===== src/rtl/msu_pkg.sv =====
// Audio stream types: PCM sample, track volume, mix sum, scaled product, stream constants
`default_nettype none

package msu_pkg;

	// ====================
	// Stream constants
	// ====================

	// One PCM channel sample on the host stream
	localparam int SAMPLE_W = 16;

	// Leading words of every track that carry no audio
	localparam int HEADER_WORDS = 4;

	// ====================
	// Data types
	// ====================

	typedef logic signed [SAMPLE_W-1:0] sample_t;

	// 255 is close to unity gain
	typedef logic [7:0] volume_t;

	// Main plus stream, one guard bit before the halving
	typedef logic signed [SAMPLE_W:0] mix_t;

	// Sample times volume, upper 16 bits are the scaled sample
	typedef logic signed [23:0] scaled_t;

endpackage

`default_nettype wire


===== src/rtl/sample_fifo.sv =====
// Single-clock circular FIFO for stream samples, with one-cycle flush
`timescale 1ns/1ps
`default_nettype none

module sample_fifo #(
	parameter int FIFO_DEPTH = 8
) (
	input  logic             clk_sys,
	input  logic             RESET,
	input  logic             flush,
	input  logic             push,
	input  msu_pkg::sample_t push_data,
	input  logic             pop,
	output msu_pkg::sample_t pop_data,
	output logic             empty,
	output logic             full
);

	// FIFO_DEPTH is a power of two so the pointers wrap on their own
	localparam int PTR_W = $clog2(FIFO_DEPTH);
	localparam int CNT_W = PTR_W + 1;

	msu_pkg::sample_t mem [FIFO_DEPTH];

	logic [PTR_W-1:0] wr_ptr;
	logic [PTR_W-1:0] rd_ptr;
	logic [CNT_W-1:0] count;

	// Sample storage
	always_ff @(posedge clk_sys) begin
		if (push) begin
			mem[wr_ptr] <= push_data;
		end
	end

	// Pointers and occupancy
	always_ff @(posedge clk_sys) begin
		if (RESET || flush) begin
			wr_ptr <= '0;
			rd_ptr <= '0;
			count  <= '0;
		end else begin
			if (push) begin
				wr_ptr <= wr_ptr + 1'b1;
			end
			if (pop) begin
				rd_ptr <= rd_ptr + 1'b1;
			end
			case ({push, pop})
				2'b10:   count <= count + 1'b1;
				2'b01:   count <= count - 1'b1;
				default: count <= count;
			endcase
		end
	end

	// Oldest entry is always on the read port
	assign pop_data = mem[rd_ptr];

	assign empty = (count == '0);
	assign full  = (count == CNT_W'(FIFO_DEPTH));

endmodule

`default_nettype wire


===== src/rtl/msu_stream.sv =====
// Stream front end: track header drop, sample FIFO writes and credit return to the host
`timescale 1ns/1ps
`default_nettype none

module msu_stream #(
	parameter int FIFO_DEPTH = 8
) (
	input  logic             clk_sys,
	input  logic             RESET,
	input  logic             word_valid,
	input  msu_pkg::sample_t word_data,
	input  logic             track_start,
	input  logic             pop,
	output msu_pkg::sample_t fifo_data,
	output logic             fifo_empty,
	output logic             credit_return
);

	localparam int HDR_W = $clog2(msu_pkg::HEADER_WORDS + 1);

	logic [HDR_W-1:0] hdr_cnt;
	logic             hdr_done;
	logic             drop;
	logic             push;
	logic             pop_ok;
	logic             full;
	logic             credit_q;
	logic             pending;
	logic [1:0]       owed;

	// ====================
	// Header skip
	// ====================

	// Counts up to HEADER_WORDS and then sticks until the next track
	assign hdr_done = (hdr_cnt == HDR_W'(msu_pkg::HEADER_WORDS));

	// Words that come with track_start belong to neither track and are ignored
	assign drop   = word_valid && !hdr_done && !track_start;
	assign push   = word_valid && hdr_done && !track_start && !full;
	assign pop_ok = pop && !track_start;

	// ====================
	// Credit return
	// ====================

	// A drop and a pop in one cycle owe two credits, the second goes out next cycle
	assign owed = {1'b0, pending} + {1'b0, drop} + {1'b0, pop_ok};

	always_ff @(posedge clk_sys) begin
		if (RESET || track_start) begin
			hdr_cnt  <= '0;
			credit_q <= 1'b0;
			pending  <= 1'b0;
		end else begin
			if (drop) begin
				hdr_cnt <= hdr_cnt + 1'b1;
			end
			credit_q <= (owed != 2'd0);
			pending  <= owed[1];
		end
	end

	assign credit_return = credit_q;

	sample_fifo #(
		.FIFO_DEPTH(FIFO_DEPTH)
	) sample_fifo_i (
		.clk_sys   (clk_sys),
		.RESET     (RESET),
		.flush     (track_start),
		.push      (push),
		.push_data (word_data),
		.pop       (pop),
		.pop_data  (fifo_data),
		.empty     (fifo_empty),
		.full      (full)
	);

endmodule

`default_nettype wire


===== src/rtl/sample_pacer.sv =====
// Sample rate divider issuing ticks that alternate between left and right channel
`timescale 1ns/1ps
`default_nettype none

module sample_pacer #(
	parameter int SAMPLE_DIV = 8
) (
	input  logic clk_sys,
	input  logic RESET,
	input  logic play,
	input  logic track_start,
	output logic sample_tick,
	output logic right_phase
);

	// SAMPLE_DIV of at least two is expected
	localparam int CNT_W = $clog2(SAMPLE_DIV);
	localparam logic [CNT_W-1:0] RELOAD = CNT_W'(SAMPLE_DIV - 1);

	logic [CNT_W-1:0] div_cnt;
	logic             next_right;

	always_ff @(posedge clk_sys) begin
		if (RESET || track_start) begin
			div_cnt     <= RELOAD;
			sample_tick <= 1'b0;
			right_phase <= 1'b0;
			next_right  <= 1'b0;
		end else if (!play) begin
			// Paused, hold at reload so the first tick after play is a full period away
			div_cnt     <= RELOAD;
			sample_tick <= 1'b0;
		end else if (div_cnt == '0) begin
			div_cnt     <= RELOAD;
			sample_tick <= 1'b1;
			right_phase <= next_right;
			next_right  <= !next_right;
		end else begin
			div_cnt     <= div_cnt - 1'b1;
			sample_tick <= 1'b0;
		end
	end

endmodule

`default_nettype wire


===== src/rtl/msu_player.sv =====
// Sample player: FIFO pops on pacer ticks, left/right pairing, volume scaling, main audio mix
`timescale 1ns/1ps
`default_nettype none

module msu_player (
	input  logic             clk_sys,
	input  logic             RESET,
	input  logic             sample_tick,
	input  logic             right_phase,
	input  msu_pkg::sample_t fifo_data,
	input  logic             fifo_empty,
	input  logic             play,
	input  logic             msu_enable,
	input  msu_pkg::volume_t volume,
	input  msu_pkg::sample_t main_l,
	input  msu_pkg::sample_t main_r,
	output logic             pop,
	output msu_pkg::sample_t audio_l,
	output msu_pkg::sample_t audio_r
);

	msu_pkg::sample_t in_sample;
	msu_pkg::sample_t held_l;
	msu_pkg::sample_t scaled_l;
	msu_pkg::sample_t scaled_r;
	msu_pkg::sample_t next_l;
	msu_pkg::sample_t next_r;
	msu_pkg::sample_t strm_l;
	msu_pkg::sample_t strm_r;
	logic             take_l;
	logic             take_r;

	// ====================
	// Helpers
	// ====================

	// Volume is unsigned, so it gets a zero sign bit before the signed multiply
	function automatic msu_pkg::sample_t scale(
		input msu_pkg::sample_t s,
		input msu_pkg::volume_t v
	);
		msu_pkg::scaled_t p;
		p = msu_pkg::scaled_t'(s * $signed({1'b0, v}));
		return p[23:8];
	endfunction

	// Average of two samples with no overflow
	function automatic msu_pkg::sample_t mix(
		input msu_pkg::sample_t a,
		input msu_pkg::sample_t b
	);
		msu_pkg::mix_t m;
		m = msu_pkg::mix_t'(a) + msu_pkg::mix_t'(b);
		return m[16:1];
	endfunction

	// ====================
	// Sample pickup
	// ====================

	assign pop = sample_tick && !fifo_empty;

	// Underrun plays silence on that channel
	assign in_sample = fifo_empty ? '0 : fifo_data;

	assign take_l = sample_tick && !right_phase;
	assign take_r = sample_tick && right_phase;

	// The pair goes live together on the right tick
	assign next_l = take_r ? scale(held_l, volume) : scaled_l;
	assign next_r = take_r ? scale(in_sample, volume) : scaled_r;

	assign strm_l = play ? next_l : '0;
	assign strm_r = play ? next_r : '0;

	always_ff @(posedge clk_sys) begin
		if (RESET) begin
			held_l   <= '0;
			scaled_l <= '0;
			scaled_r <= '0;
			audio_l  <= '0;
			audio_r  <= '0;
		end else begin
			if (take_l) begin
				held_l <= in_sample;
			end
			scaled_l <= next_l;
			scaled_r <= next_r;
			audio_l  <= msu_enable ? mix(main_l, strm_l) : main_l;
			audio_r  <= msu_enable ? mix(main_r, strm_r) : main_r;
		end
	end

endmodule

`default_nettype wire


===== src/rtl/msu_audio_top.sv =====
// Audio streaming top level: stream front end, sample pacer and player
`timescale 1ns/1ps
`default_nettype none

module msu_audio_top #(
	parameter int FIFO_DEPTH = 64,
	parameter int SAMPLE_DIV = 512
) (
	input  logic             clk_sys,
	input  logic             RESET,

	// Host stream
	input  logic             word_valid,
	input  msu_pkg::sample_t word_data,
	output logic             credit_return,

	// Control
	input  logic             track_start,
	input  logic             play,
	input  logic             msu_enable,
	input  msu_pkg::volume_t volume,

	// Console audio in, mixed audio out
	input  msu_pkg::sample_t main_l,
	input  msu_pkg::sample_t main_r,
	output msu_pkg::sample_t audio_l,
	output msu_pkg::sample_t audio_r
);

	msu_pkg::sample_t fifo_data;
	logic             fifo_empty;
	logic             pop;
	logic             sample_tick;
	logic             right_phase;

	msu_stream #(
		.FIFO_DEPTH(FIFO_DEPTH)
	) msu_stream_i (
		.clk_sys       (clk_sys),
		.RESET         (RESET),
		.word_valid    (word_valid),
		.word_data     (word_data),
		.track_start   (track_start),
		.pop           (pop),
		.fifo_data     (fifo_data),
		.fifo_empty    (fifo_empty),
		.credit_return (credit_return)
	);

	sample_pacer #(
		.SAMPLE_DIV(SAMPLE_DIV)
	) sample_pacer_i (
		.clk_sys     (clk_sys),
		.RESET       (RESET),
		.play        (play),
		.track_start (track_start),
		.sample_tick (sample_tick),
		.right_phase (right_phase)
	);

	msu_player msu_player_i (
		.clk_sys     (clk_sys),
		.RESET       (RESET),
		.sample_tick (sample_tick),
		.right_phase (right_phase),
		.fifo_data   (fifo_data),
		.fifo_empty  (fifo_empty),
		.play        (play),
		.msu_enable  (msu_enable),
		.volume      (volume),
		.main_l      (main_l),
		.main_r      (main_r),
		.pop         (pop),
		.audio_l     (audio_l),
		.audio_r     (audio_r)
	);

endmodule

`default_nettype wire


===== config.mk =====
export PLATFORM = sky130hd
export DESIGN_NAME = msu_audio_top
export DESIGN_NICKNAME = d
export VERILOG_FILES = /design/src/rtl/msu_pkg.sv /design/src/rtl/sample_fifo.sv /design/src/rtl/msu_stream.sv /design/src/rtl/sample_pacer.sv /design/src/rtl/msu_player.sv /design/src/rtl/msu_audio_top.sv
export SDC_FILE = /design/constraint.sdc
export NUM_CORES = 2
export LEC_CHECK = 0
export BUFFER_PORTS_ARGS = -buffer_cell sky130_fd_sc_hd__buf_2
export CAP_MARGIN = 40
export CORE_UTILIZATION = 42
export CTS_CLUSTER_DIAMETER = 120
export DETAILED_ROUTE_END_ITERATION = 7
export SETUP_SLACK_MARGIN = 0.15
export SYNTH_ARGS = -nofsm -noshare
export SYNTH_HDL_FRONTEND = slang
export SYNTH_SLANG_ARGS = --single-unit

===== constraint.sdc =====
create_clock -name clk_sys -period 10.2 [get_ports clk_sys]
set_input_delay 0.51 -clock clk_sys [delete_from_list [all_inputs] [get_ports clk_sys]]
set_output_delay 0.51 -clock clk_sys [all_outputs]
set_load 0.05 [all_outputs]

==> results_dict.tcl <==
set metrics [dict create \
    cts_buffer_depth 3 \
    worstMarginPinSlew_ps 901.0 \
    num_rows 131 \
    slowest_delay_ps 560 \
    port_buffers 94 \
    grt_pass1_wl_um 193800 \
    cap_violations 0 \
    post-route-util 0.4787 \
    setup_violations 0 \
    fin_setup_tns_ps 0 \
    hp-class "input pin to register" \
    rsz0062_at_grt "false" \
    die_w_um 361.4 \
    io_pins 95 \
    synth_seq_cells 1146 \
    drc 0 \
    start_util 0.4242 \
    viasPerCell 5.459 \
    dpl_cell_area_um2 57260 \
    num-nets-final 3897 \
    status "complete, no violations" \
    synthCells 3328 \
    crit_arrival_ps 9960 \
    clk_pin_slew_ps 60 \
    finalInstanceArea_um2 61200 \
    drt_iter0_markers 2302 \
    fmax_mhz 106.5 \
    crit_path_end_kind "register" \
    synth_top_flop_cell "edfxtp_1" \
    grt_usage 0.2005 \
    swShare 0.2053 \
    first_pass_iters 5 \
    yosys.area.top_type_share 0.5670 \
    worstPathRequired_ps 10770 \
    cp_max_fo 39 \
    hold_viol 0 \
    core_um2 127800 \
    reg2regPathDepth 31 \
    fin_skew_ps 62.95 \
    cts_hold_buf 0 \
    dr_total_vias 28758 \
    fin_crit_sh 0.9206 \
    htreeDepth 3 \
    rrSetupSlack_ps 810 \
    p_total_w 0.009663 \
    crit_type "register to register" \
    max-slew-margin-rel 0.3981 \
    syn_nets 3719 \
    internal_power_w 0.007679 \
    hold_start "main_r[11]" \
    p_sw_w 0.001983 \
    synthTopCellsByArea "edfxtp_1 57%, mux4_2 13%, fa_1 7.5%, dfxtp_1 4.5%, ha_1 2.9%" \
    place_hpwl_um 82760 \
    r2r_end "msu_player_i.audio_r[12]" \
    worst_hold_slack_ps 85.20 \
    pwr-share-clk 0.450 \
    cts.sinks 1146 \
    wire_per_inst_um 24.48 \
    num-fill-cells 10827 \
    drtAntennaViolNets 0 \
    gp_congestion 0.8299 \
    synthToLayoutAreaGrowth_pct 12.84 \
    start_kind "register" \
    seqPwrFrac 0.529 \
    power_leakage_nw 21.53 \
    p_per_area_nw_per_um2 157.9 \
    antenna_found_initial 9 \
    final_max_slew_viol_count 0 \
    combPwrFrac 0.021 \
    cts_tree "done" \
    drive_gt1_frac 0.2062 \
    grt_pass1_vias 29652 \
    cts_root_buffer "clkbuf_16" \
    numCtsBuffers 115 \
    slowest_stage "mux4_2" \
    fp.dieH_um 361.4 \
    syn-cell-area_um2 54240 \
    wl_um 128900 \
    holdPathStages 3 \
    synth-edff-count 1024 \
    async_reset_ff_frac 0 \
    die_area_um2 130600 \
    synth_top_area_cell "edfxtp_1" \
    fin_crit_ps 9391 \
    post_synth_num_cell_types 80 \
    worst_skew_pair.late_latency_ps 740 \
    holdPathEnd "msu_player_i.audio_r[11]" \
    avgSynthCellArea_um2 16.30 \
    synth_warnings 0 \
    gr-total-overflow 0 \
    grt_start_max_net_pins 65 \
    yosysSeqAreaShare 0.6120 \
    peakVddDrop_mv 0.1686 \
]
[layout make-up]
cell class,instances,area (um2),share of cell area
Sequential cell,1146,33210,0.5426
Multi-Input combinational cell,1735,19230,0.3143
Clock buffer,139,3070,0.05017
Tap cell,1662,2079,0.03398
Timing Repair Buffer,223,1674,0.02735
Inverter,285,1070,0.01748
Clock inverter,76,858.3,0.01402
Antenna cell,2,5.005,0.00008178
[worst max-delay path, delay by kind of cell, from the launching register on]
family / cells / cell delay [ps]
mux: 4 / 1910
fa+ha+maj: 6 / 2780
compound gates: 7 / 1640
flops: 1 / 530
xor+xnor: 1 / 140
simple gates: 8 / 1640
buf+inv: 5 / 540
[how the worst max path moves through the flow]
stage	startpoint	end	slack [ps]	cells past startpoint
final	register	msu_player_i.audio_r[12]	810	31
after floorplan	register	msu_player_i.audio_r[12]	1030	36
after global placement	register	msu_player_i.audio_r[12]	730	31
after CTS	register	msu_player_i.audio_r[12]	570	31
after global routing	register	msu_player_i.audio_r[14]	210	34
after detailed placement	register	msu_player_i.audio_r[12]	650	31
[flip-flops by register name, summed over array words and instances (netlist names), named ones only]
| register | count |
|---|---|
| sample_pacer_i.div_cnt | 9 |
| msu_stream_i.hdr_cnt | 3 |
| msu_stream_i.sample_fifo_i.count | 7 |
| msu_stream_i.sample_fifo_i.wr_ptr | 6 |
| sample_pacer_i.right_phase | 1 |
| msu_stream_i.sample_fifo_i.mem | 1024 |
| msu_player_i.scaled_l | 16 |
| msu_stream_i.credit_return | 1 |
| msu_player_i.audio_r | 16 |
| msu_player_i.held_l | 16 |
| msu_player_i.audio_l | 16 |
| msu_player_i.scaled_r | 16 |
| sample_pacer_i.sample_tick | 1 |
| msu_stream_i.sample_fifo_i.rd_ptr | 6 |
| sample_pacer_i.next_right | 1 |
| msu_stream_i.pending | 1 |
[power groups by stage]
stage               logic (W)  clock network [W]  registers (W)
floorplan           0.0000504                  0        0.00525
global placement     0.000195                  0        0.00522
detailed placement   0.000203                  0        0.00521
CTS                  0.000203            0.00443        0.00511
global route         0.000217            0.00460        0.00511
finish               0.000202            0.00435        0.00511
[cell usage after synthesis, drive strengths merged (14+ instances only)]
master  number
mux2i       55
and2       162
o21ai       36
a21oi       82
nand2      191
dfxtp      122
fa         202
edfxtp    1024
nor2       201
ha         127
or3         14
clkbuf      90
nor2b       42
a21o        27
mux4       321
nand3       19
buf         72
xnor2       41
a31oi       15
inv        285
xor2        33
nor3        22
[cells in the final DEF (no fill, tap or decap), drive strengths merged, types with 9 or more instances in the layout]
master,instances
edfxtp,1024
mux4,321
inv,286
buf,223
fa,202
nor2,201
nand2,191
and2,162
clkbuf,139
ha,127
dfxtp,122
a21oi,82
mux2i,55
clkinv,54
nor2b,42
xnor2,41
o21ai,36
xor2,33
a21o,27
nor3,22
nand3,19
bufinv,15
a31oi,15
or3,14
nand2b,13
nand4,12
nand3b,9
and3,9
[what timing repair did]
item	4_1_cts	5_1_grt
resized for setup	0	1
setup endpoints to repair	0	1
setup buffers	0	0
[kinds of logic (layout without fill, tap and decap cells)]
group                      count (synthesis)  in the layout  synth area share
DFF                                     1146           1146            0.6120
AOI/OAI and AO/OA                        221            221           0.02685
adders and majority gates                329            329            0.1039
muxes                                    381            381            0.1453
buffers and inverters                    447            723           0.03350
xor gates and xnor gates                  74             74           0.01195
and+or+nand+nor                          730            730           0.06653
other                                      0              2                 0
[through the flow]
step                worst slack, ps  std cells
floorplan                      1034       3328
global placement              726.3       5039
detailed placement            651.5       5051
CTS                           574.9       5266
global route                  211.7       5266
finish                        809.4       5268
[per-layer routing]
metal  GRT usage  vias to the layer above  routed length (um)
li1            -                    12729                   -
met3     0.03053                      189                6684
met5           0                        -                  55
met1      0.2698                    15037               54970
met4     0.05126                        8                3131
met2      0.3410                      795               64110
Note: power is estimated with default switching activity, not from simulation.
